--- src/icmp_settings.svh ---
`ifndef ICMP_SETTINGS_SVH
`define ICMP_SETTINGS_SVH

// payload buffer geometry
`define ICMP_ADDR_W        8
`define ICMP_PAYLOAD_MAX   256

// message limits in bytes
`define ICMP_MSG_MIN       8
`define ICMP_HDR_LEN       8

// type codes
`define ICMP_ECHO_REQUEST  8'd8
`define ICMP_ECHO_REPLY    8'd0

// cycles with tx_ready high before an unanswered reply is abandoned
// default for the tx_timeout parameter of icmp_echo_top
`define ICMP_TX_TIMEOUT    1023

`endif

--- src/icmp_pkg.sv ---
`include "icmp_settings.svh"

package icmp_pkg;

    // everything the transmitter needs to rebuild the reply header
    typedef struct packed {
        logic [7:0]  code;
        logic [15:0] id;
        logic [15:0] seq;
        logic [15:0] reply_checksum;   // already inverted
        logic [15:0] msg_len;          // header plus payload
    } icmp_echo_info_t;

    // one payload write into the buffer
    typedef struct packed {
        logic                    en;
        logic [`ICMP_ADDR_W-1:0] addr;   // offset behind the echo header
        logic [7:0]              data;
    } icmp_ram_wr_t;

endpackage

--- src/icmp_echo_rx.sv ---
`timescale 1ns/1ns
`include "icmp_settings.svh"

// byte 0 of the message is on rx_data in the first cycle after rx_req,
// the rest follow back to back
module icmp_echo_rx
(
    input  logic                      clk,
    input  logic                      rstn,
    input  logic                      rx_req,
    input  logic [15:0]               rx_len,
    input  logic [7:0]                rx_data,
    input  logic                      rx_error,
    input  logic                      reply_done,
    output icmp_pkg::icmp_ram_wr_t    wr,
    output icmp_pkg::icmp_echo_info_t reply_info,
    output logic                      reply_start
);

    typedef enum logic [2:0] {
        S_IDLE,
        S_RECV,
        S_PAD,
        S_FOLD1,
        S_FOLD2,
        S_VERIFY,
        S_BUSY
    } state_t;

    state_t      state;
    logic [15:0] cnt;        // byte index in the message
    logic [7:0]  hi_byte;    // upper half of the current word
    logic [31:0] sum_chk;    // all words as received
    logic [31:0] sum_rep;    // words as the reply will carry them
    logic [15:0] word_in;
    logic [15:0] word_rep;
    logic [15:0] wr_off;
    logic        len_ok;
    logic        bad_byte;

    // one end-around carry step
    function automatic logic [31:0] fold(input logic [31:0] s);
        return {16'h0000, s[15:0]} + {16'h0000, s[31:16]};
    endfunction

    assign len_ok = (rx_len >= 16'(`ICMP_MSG_MIN)) &&
                    (rx_len <= 16'(`ICMP_MSG_MIN + `ICMP_PAYLOAD_MAX));

    // receive error or a type other than echo request
    assign bad_byte = rx_error || (cnt == 16'd0 && rx_data != `ICMP_ECHO_REQUEST);

    assign word_in = {hi_byte, rx_data};
    assign wr_off  = cnt - 16'(`ICMP_HDR_LEN);

    always_comb
    begin
        case (cnt)
            16'd1:   word_rep = {`ICMP_ECHO_REPLY, rx_data};   // type rewritten
            16'd3:   word_rep = 16'h0000;                      // checksum field
            default: word_rep = word_in;
        endcase
    end

    // payload goes straight to the buffer
    always_comb
    begin
        wr.en   = (state == S_RECV) && (cnt >= 16'(`ICMP_HDR_LEN)) && !bad_byte;
        wr.addr = wr_off[`ICMP_ADDR_W-1:0];
        wr.data = rx_data;
    end

    ////////////////////
    // control
    ////////////////////
    always_ff @(posedge clk)
    begin
        if (!rstn)
        begin
            state       <= S_IDLE;
            cnt         <= '0;
            reply_start <= 1'b0;
        end
        else
        begin
            reply_start <= 1'b0;
            case (state)
                S_IDLE:
                begin
                    cnt <= '0;
                    if (rx_req && len_ok)
                        state <= S_RECV;
                end
                S_RECV:
                begin
                    cnt <= cnt + 16'd1;
                    if (bad_byte)
                        state <= S_IDLE;   // drop the rest
                    else if (cnt == reply_info.msg_len - 16'd1)
                        state <= S_PAD;
                end
                S_PAD:
                    state <= S_FOLD1;
                S_FOLD1:
                    state <= S_FOLD2;
                S_FOLD2:
                    state <= S_VERIFY;
                S_VERIFY:
                begin
                    if (sum_chk[15:0] == 16'hffff)
                    begin
                        reply_start <= 1'b1;
                        state       <= S_BUSY;
                    end
                    else
                        state <= S_IDLE;
                end
                S_BUSY:
                begin
                    // buffer holds one message until the reply is gone
                    if (reply_done)
                        state <= S_IDLE;
                end
                default:
                    state <= S_IDLE;
            endcase
        end
    end

    ////////////////////
    // header capture and checksums
    ////////////////////
    always_ff @(posedge clk)
    begin
        case (state)
            S_IDLE:
            begin
                sum_chk <= '0;
                sum_rep <= '0;
                if (rx_req)
                    reply_info.msg_len <= rx_len;
            end
            S_RECV:
            begin
                if (!cnt[0])
                    hi_byte <= rx_data;
                else
                begin
                    sum_chk <= sum_chk + {16'h0000, word_in};
                    sum_rep <= sum_rep + {16'h0000, word_rep};
                end
                case (cnt)
                    16'd1:   reply_info.code      <= rx_data;
                    16'd4:   reply_info.id[15:8]  <= rx_data;
                    16'd5:   reply_info.id[7:0]   <= rx_data;
                    16'd6:   reply_info.seq[15:8] <= rx_data;
                    16'd7:   reply_info.seq[7:0]  <= rx_data;
                    default: ;
                endcase
            end
            S_PAD:
            begin
                if (reply_info.msg_len[0])   // odd length, zero low byte
                begin
                    sum_chk <= sum_chk + {16'h0000, hi_byte, 8'h00};
                    sum_rep <= sum_rep + {16'h0000, hi_byte, 8'h00};
                end
            end
            S_FOLD1, S_FOLD2:
            begin
                sum_chk <= fold(sum_chk);
                sum_rep <= fold(sum_rep);
            end
            S_VERIFY:
                reply_info.reply_checksum <= ~sum_rep[15:0];
            default: ;
        endcase
    end

endmodule

--- src/icmp_echo_top.sv ---
`timescale 1ns/1ns
`include "icmp_settings.svh"

module icmp_echo_top #(
    parameter int unsigned tx_timeout = `ICMP_TX_TIMEOUT
)
(
    input  logic        clk,
    input  logic        rstn,
    input  logic        rx_req,
    input  logic [15:0] rx_len,
    input  logic [7:0]  rx_data,
    input  logic        rx_error,
    input  logic        ip_tx_ack,
    input  logic        data_req,
    input  logic        mac_send_end,
    output logic        tx_req,
    output logic        tx_ready,
    output logic [7:0]  tx_data,
    output logic        tx_end
);

    icmp_pkg::icmp_ram_wr_t    wr;
    icmp_pkg::icmp_echo_info_t reply_info;
    logic                      reply_start;
    logic                      reply_done;
    logic [`ICMP_ADDR_W-1:0]   rd_addr;
    logic [7:0]                rd_data;

    icmp_echo_rx u_rx (
        .clk         (clk),
        .rstn        (rstn),
        .rx_req      (rx_req),
        .rx_len      (rx_len),
        .rx_data     (rx_data),
        .rx_error    (rx_error),
        .reply_done  (reply_done),
        .wr          (wr),
        .reply_info  (reply_info),
        .reply_start (reply_start)
    );

    icmp_payload_ram u_ram (
        .clk     (clk),
        .wr      (wr),
        .rd_addr (rd_addr),
        .rd_data (rd_data)
    );

    icmp_echo_tx #(
        .timeout_cycles (tx_timeout)
    ) u_tx (
        .clk          (clk),
        .rstn         (rstn),
        .reply_start  (reply_start),
        .reply_info   (reply_info),
        .ip_tx_ack    (ip_tx_ack),
        .data_req     (data_req),
        .mac_send_end (mac_send_end),
        .rd_data      (rd_data),
        .rd_addr      (rd_addr),
        .reply_done   (reply_done),
        .tx_req       (tx_req),
        .tx_ready     (tx_ready),
        .tx_data      (tx_data),
        .tx_end       (tx_end)
    );

endmodule

--- src/icmp_echo_tx.sv ---
`timescale 1ns/1ns
`include "icmp_settings.svh"

module icmp_echo_tx #(
    parameter int unsigned timeout_cycles = `ICMP_TX_TIMEOUT
)
(
    input  logic                      clk,
    input  logic                      rstn,
    input  logic                      reply_start,
    input  icmp_pkg::icmp_echo_info_t reply_info,
    input  logic                      ip_tx_ack,
    input  logic                      data_req,
    input  logic                      mac_send_end,
    input  logic [7:0]                rd_data,
    output logic [`ICMP_ADDR_W-1:0]   rd_addr,
    output logic                      reply_done,
    output logic                      tx_req,
    output logic                      tx_ready,
    output logic [7:0]                tx_data,
    output logic                      tx_end
);

    localparam int tmr_w = $clog2(timeout_cycles + 1);

    typedef enum logic [2:0] {
        T_IDLE,
        T_WAIT_ACK,
        T_READY,
        T_SEND,
        T_WAIT_END
    } state_t;

    state_t           state;
    logic [15:0]      cnt;         // reply byte index
    logic [tmr_w-1:0] timer;
    logic [15:0]      rd_off;
    logic             last_byte;
    logic [7:0]       next_byte;

    // address runs one byte ahead to cover the read latency
    assign rd_off    = cnt + 16'd1 - 16'(`ICMP_HDR_LEN);
    assign rd_addr   = rd_off[`ICMP_ADDR_W-1:0];
    assign last_byte = (cnt == reply_info.msg_len - 16'd1);

    always_comb
    begin
        case (cnt)
            16'd0:   next_byte = `ICMP_ECHO_REPLY;
            16'd1:   next_byte = reply_info.code;
            16'd2:   next_byte = reply_info.reply_checksum[15:8];
            16'd3:   next_byte = reply_info.reply_checksum[7:0];
            16'd4:   next_byte = reply_info.id[15:8];
            16'd5:   next_byte = reply_info.id[7:0];
            16'd6:   next_byte = reply_info.seq[15:8];
            16'd7:   next_byte = reply_info.seq[7:0];
            default: next_byte = rd_data;   // payload
        endcase
    end

    ////////////////////
    // handshake and serializer
    ////////////////////
    always_ff @(posedge clk)
    begin
        if (!rstn)
        begin
            state      <= T_IDLE;
            cnt        <= '0;
            timer      <= '0;
            reply_done <= 1'b0;
            tx_req     <= 1'b0;
            tx_ready   <= 1'b0;
            tx_data    <= 8'h00;
            tx_end     <= 1'b0;
        end
        else
        begin
            reply_done <= 1'b0;
            tx_end     <= 1'b0;
            tx_data    <= 8'h00;
            case (state)
                T_IDLE:
                begin
                    cnt   <= '0;
                    timer <= '0;
                    if (reply_start)
                    begin
                        tx_req <= 1'b1;
                        state  <= T_WAIT_ACK;
                    end
                end
                T_WAIT_ACK:
                begin
                    // no limit here, the IP layer always answers
                    if (ip_tx_ack)
                    begin
                        tx_req   <= 1'b0;
                        tx_ready <= 1'b1;
                        state    <= T_READY;
                    end
                end
                T_READY:
                begin
                    timer <= timer + 1'b1;
                    if (data_req)
                    begin
                        tx_ready <= 1'b0;
                        state    <= T_SEND;
                    end
                    else if (timer == tmr_w'(timeout_cycles))
                    begin
                        tx_ready   <= 1'b0;
                        reply_done <= 1'b1;   // give up, free the buffer
                        state      <= T_IDLE;
                    end
                end
                T_SEND:
                begin
                    cnt     <= cnt + 16'd1;
                    tx_data <= next_byte;
                    tx_end  <= last_byte;
                    if (last_byte)
                        state <= T_WAIT_END;
                end
                T_WAIT_END:
                begin
                    if (mac_send_end)
                    begin
                        reply_done <= 1'b1;
                        state      <= T_IDLE;
                    end
                end
                default:
                    state <= T_IDLE;
            endcase
        end
    end

endmodule

--- src/icmp_payload_ram.sv ---
`timescale 1ns/1ns
`include "icmp_settings.svh"

module icmp_payload_ram
(
    input  logic                    clk,
    input  icmp_pkg::icmp_ram_wr_t  wr,
    input  logic [`ICMP_ADDR_W-1:0] rd_addr,
    output logic [7:0]              rd_data
);

    logic [7:0] mem [`ICMP_PAYLOAD_MAX];

    // simple dual port, read data one cycle after the address
    always_ff @(posedge clk)
    begin
        if (wr.en)
            mem[wr.addr] <= wr.data;
        rd_data <= mem[rd_addr];
    end

endmodule

--- config.mk ---
export PLATFORM = sky130hd
export DESIGN_NAME = icmp_echo_top
export DESIGN_NICKNAME = d
export VERILOG_FILES = /design/src/icmp_pkg.sv /design/src/icmp_echo_rx.sv /design/src/icmp_echo_top.sv /design/src/icmp_echo_tx.sv /design/src/icmp_payload_ram.sv
export VERILOG_INCLUDE_DIRS = /design/src
export SDC_FILE = /design/constraint.sdc
export NUM_CORES = 2
export LEC_CHECK = 0
export BUFFER_PORTS_ARGS = -buffer_cell sky130_fd_sc_hd__clkbuf_2
export CAP_MARGIN = 20
export CELL_PAD_IN_SITES_DETAIL_PLACEMENT = 1
export CELL_PAD_IN_SITES_GLOBAL_PLACEMENT = 2
export CORE_MARGIN = 2
export CORE_UTILIZATION = 45
export CTS_BUF_LIST = sky130_fd_sc_hd__clkbuf_8 sky130_fd_sc_hd__clkbuf_16
export CTS_CLUSTER_DIAMETER = 40
export DETAILED_ROUTE_END_ITERATION = 16
export PLACE_DENSITY = 0.83
export SLEW_MARGIN = 10
export SYNTH_ARGS = -nofsm -noshare
export SYNTH_HDL_FRONTEND = slang
export SYNTH_SLANG_ARGS = --single-unit
--- constraint.sdc ---
create_clock -name clk -period 4.4 [get_ports clk]
set_clock_uncertainty 0.05 [all_clocks]
set_input_delay 0.88 -clock clk [delete_from_list [all_inputs] [get_ports clk]]
set_output_delay 0.88 -clock clk [all_outputs]
set_load 0.1 [all_outputs]
==> flow_metrics.py <==
metrics = {
    "outcome": {
        "status": "complete, no violations",
    },
    "place": {
        "place_hpwl_microns": 155000,
        "gp_congestion": 0.812,
        "port_buffers": 41,
    },
    "yosys": {
        "syn_nets": 4928,
        "synth_cell_type_count": 87,
        "syn_area_per_cell_sq_um": 19.4,
        "synth_commonest_cells": "edfxtp_1 (2192), mux4_2 (640), nor2_1 (392)",
        "yosysTopAreaCell": "edfxtp_1",
        "syn_inst": 4803,
        "async_flop_share": 0,
        "yosysSeqAreaShare": 0.723,
        "yosys.cell_count.top_type": "edfxtp_1",
        "synth_area_sq_um": 93000,
        "synth_top_area_share": 0.708,
        "synth_edf_count": 2192,
        "synth_area_leaders": "edfxtp_1 (71%), mux4_2 (15%), nor2_1 (1.6%), dfxtp_1 (1.5%), ha_1 (1.2%)",
        "yosysWarnings": 0,
        "synth_ff_type": "edfxtp_1",
        "ys_ff_latch": 2261,
    },
    "sta": {
        "setup_viol": 0,
        "slew_headroom": 0.136,
        "fmax_mhz": 232,
        "hold_viol_final": 0,
        "slew_violations": 0,
        "finalCritPeriodShare": 0.978,
        "worst_slew_pin_slew_ns": 1.30,
        "post-route-min-period_ns": 4.30,
        "holdWs_ns": 0.111,
    },
    "critical_path": {
        "crit_family": "compound AO/OA/AOI/OAI gates",
        "worst_setup_path_end_kind": "register",
        "r2r_cells": 11,
        "slowest_delay_ns": 0.65,
        "ff2ff_setup_slack_ns": 0.1,
        "worstReg2RegStart": "u_tx.cnt[0]",
        "cp-start-kind": "register",
        "worstPathRequired_ns": 5.14,
        "path_max_fanout": 11,
        "cp_num_buf_inv": 1,
        "cp.depth": 11,
        "cp_common_cell": "ha_1",
        "crit_chain": "ha_1 > and3_1 > xnor2_1 > ha_1 > xor3_1 > nor2b_4 > buf_4 > a22o_1 > a221oi_1 > mux2i_1 > mux2_2",
        "reg2reg_to": "u_ram.rd_data[1]",
        "crit_slowest_cell": "a221oi_1",
        "critPathKind": "register to register",
        "crit_arrival_ns": 5.04,
    },
    "clock_tree": {
        "cts_buffer_depth": 4,
        "hold_buffers": 0,
        "h-tree-depth": 5,
        "clkTransAtPathRegs_ns": 0.06,
        "root_buffer": "clkbuf_16",
        "cts_made_buffers": 329,
        "clock-sinks": 2261,
        "clk_latency_ns": 0.96,
        "cts_tree": "done",
    },
    "floorplanning": {
        "num_rows": 166,
        "die_area_sq_um": 210000,
        "die_y_microns": 459,
        "pin_count": 42,
        "start_util": 0.454,
        "core_area_sq_um": 205000,
        "die_w_microns": 459,
    },
    "route": {
        "ant_nets": 0,
        "first_iter_violations": 5454,
        "wirelength_microns": 259000,
        "wl_per_cell_microns": 31.8,
        "drcViolationCount": 0,
        "viasPerCell": 6.22,
        "num_vias": 50572,
        "firstDrtPassIters": 6,
    },
    "run": {
        "maxCapViolations": 0,
    },
    "pwr": {
        "p_per_area_nw_per_um2": 511,
        "ir_drop_uv": 423,
        "power_leakage_uw": 0.0347,
    },
    "min_path": {
        "hold_path_depth": 1,
        "min_to": "u_rx.reply_info[5]",
        "hp-start": "rx_len[5]",
        "hp-class": "primary input to register",
    },
    "cells_and_area": {
        "fin_util": 0.533,
        "synthToLayoutAreaGrowth_pct": 17.5,
        "drive_gt1_frac": 0.292,
        "nets": 5322,
        "fillerInstances": 17978,
    },
    "global_routing": {
        "grt_max_degree": 192,
        "antenna_found_initial": 5,
        "overflow": 0,
        "grt_first_pass_wirelength_microns": 379000,
        "grt_pass1_vias": 53558,
        "grt_use_total": 0.246,
    },
}
cells by family (layout without fill, tap and decap cells):
logic type	count (synthesis)	after routing	share of synthesized area
xor+xnor	91	91	0.00932
flops	2261	2261	0.723
fa+ha+maj	94	94	0.0131
mux	690	690	0.161
simple gates	801	801	0.0402
buf+inv	316	961	0.0137
compound gates	550	550	0.0405
other cells	0	1	0
placed cells by master, fill, tap and decap left out, types with 34 or more instances in the layout:
cell type  instances
xnor2_1           40
clkinv_2          41
o21ai_0           97
inv_1             69
a21oi_1          103
mux4_2           640
and3_1            35
dfxtp_1           68
inv_6             46
buf_4            264
a31oi_1           35
xor2_1            43
bufinv_16         34
and2_1            34
nand3_1           49
nor2_1           391
nand2_1          101
a22o_1            43
ha_1              87
edfxtp_1        2192
clkbuf_16        338
a221oi_1          42
nor3_1            36
repair_timing:
| item | in CTS | in global routing |
|---|---|---|
| setup buffers | 0 | 2 |
| endpoints found under the setup margin | 0 | 10 |
| gates resized for setup | 0 | 5 |
how the worst max path moves through the flow:
stage	start	end
2_1_floorplan	u_rx.state[1]	u_rx.sum_chk[0]
3_5_place_dp	u_tx.cnt[0]	u_ram.rd_data[5]
3_3_place_gp	u_rx.cnt[11]	u_rx.sum_rep[16]
6_report	u_tx.cnt[0]	u_ram.rd_data[1]
4_1_cts	u_tx.cnt[0]	u_ram.rd_data[1]
5_1_grt	u_rx.cnt[7]	u_rx.sum_rep[28]
metrics by stage:
step | power, uW | cell area [sq um] | std cells | TNS [ns] | setup WS, ns
2_1_floorplan | 28000 | 93000 | 4803 | 0 | 0.120
6_report | 55900 | 109000 | 8137 | 0 | 0.0973
4_1_cts | 56200 | 109000 | 8132 | 0 | 0.0397
5_1_grt | 57500 | 109000 | 8137 | -0.00198 | -0.00198
3_3_place_gp | 29800 | 98200 | 7550 | 0 | 0.145
3_5_place_dp | 29900 | 98200 | 7550 | 0 | 0.195
routing by layer:
metal	part of all wire	GRT usage
met2	0.50	0.408
met1	0.39	0.328
met3	0.070	0.0410
met5	0.000054	0
met4	0.038	0.0919
power by group:
group | switching (uW) | internal (uW) | total, uW
Clock | 10100 | 16200 | 26300
Sequential | 541 | 24100 | 24600
Combinational | 3140 | 1800 | 4950
layout make-up:
| class | instances | area, sq um | area share |
|---|---|---|---|
| Sequential cell | 2261 | 67200 | 0.615 |
| Tap cell | 2688 | 3360 | 0.0308 |
| Timing Repair Buffer | 335 | 2860 | 0.0262 |
| Multi-Input combinational cell | 2226 | 24700 | 0.226 |
| Inverter | 44 | 165 | 0.00151 |
| Clock inverter | 242 | 2450 | 0.0225 |
| Clock buffer | 340 | 8490 | 0.0777 |
| Antenna cell | 1 | 2.50 | 0.0000229 |
registers in the layout (all words and copies together), names as in the netlist, 3 cells and up:
signal,flops
u_tx.tx_data,8
u_tx.timer,10
u_rx.cnt,16
u_tx.state,3
u_rx.sum_rep,32
u_rx.reply_info,72
u_rx.sum_chk,32
u_ram.mem,2048
u_rx.state,3
u_tx.cnt,16
u_ram.rd_data,8
u_rx.hi_byte,8
No activity file was read; power rests on OpenSTA's default activity.
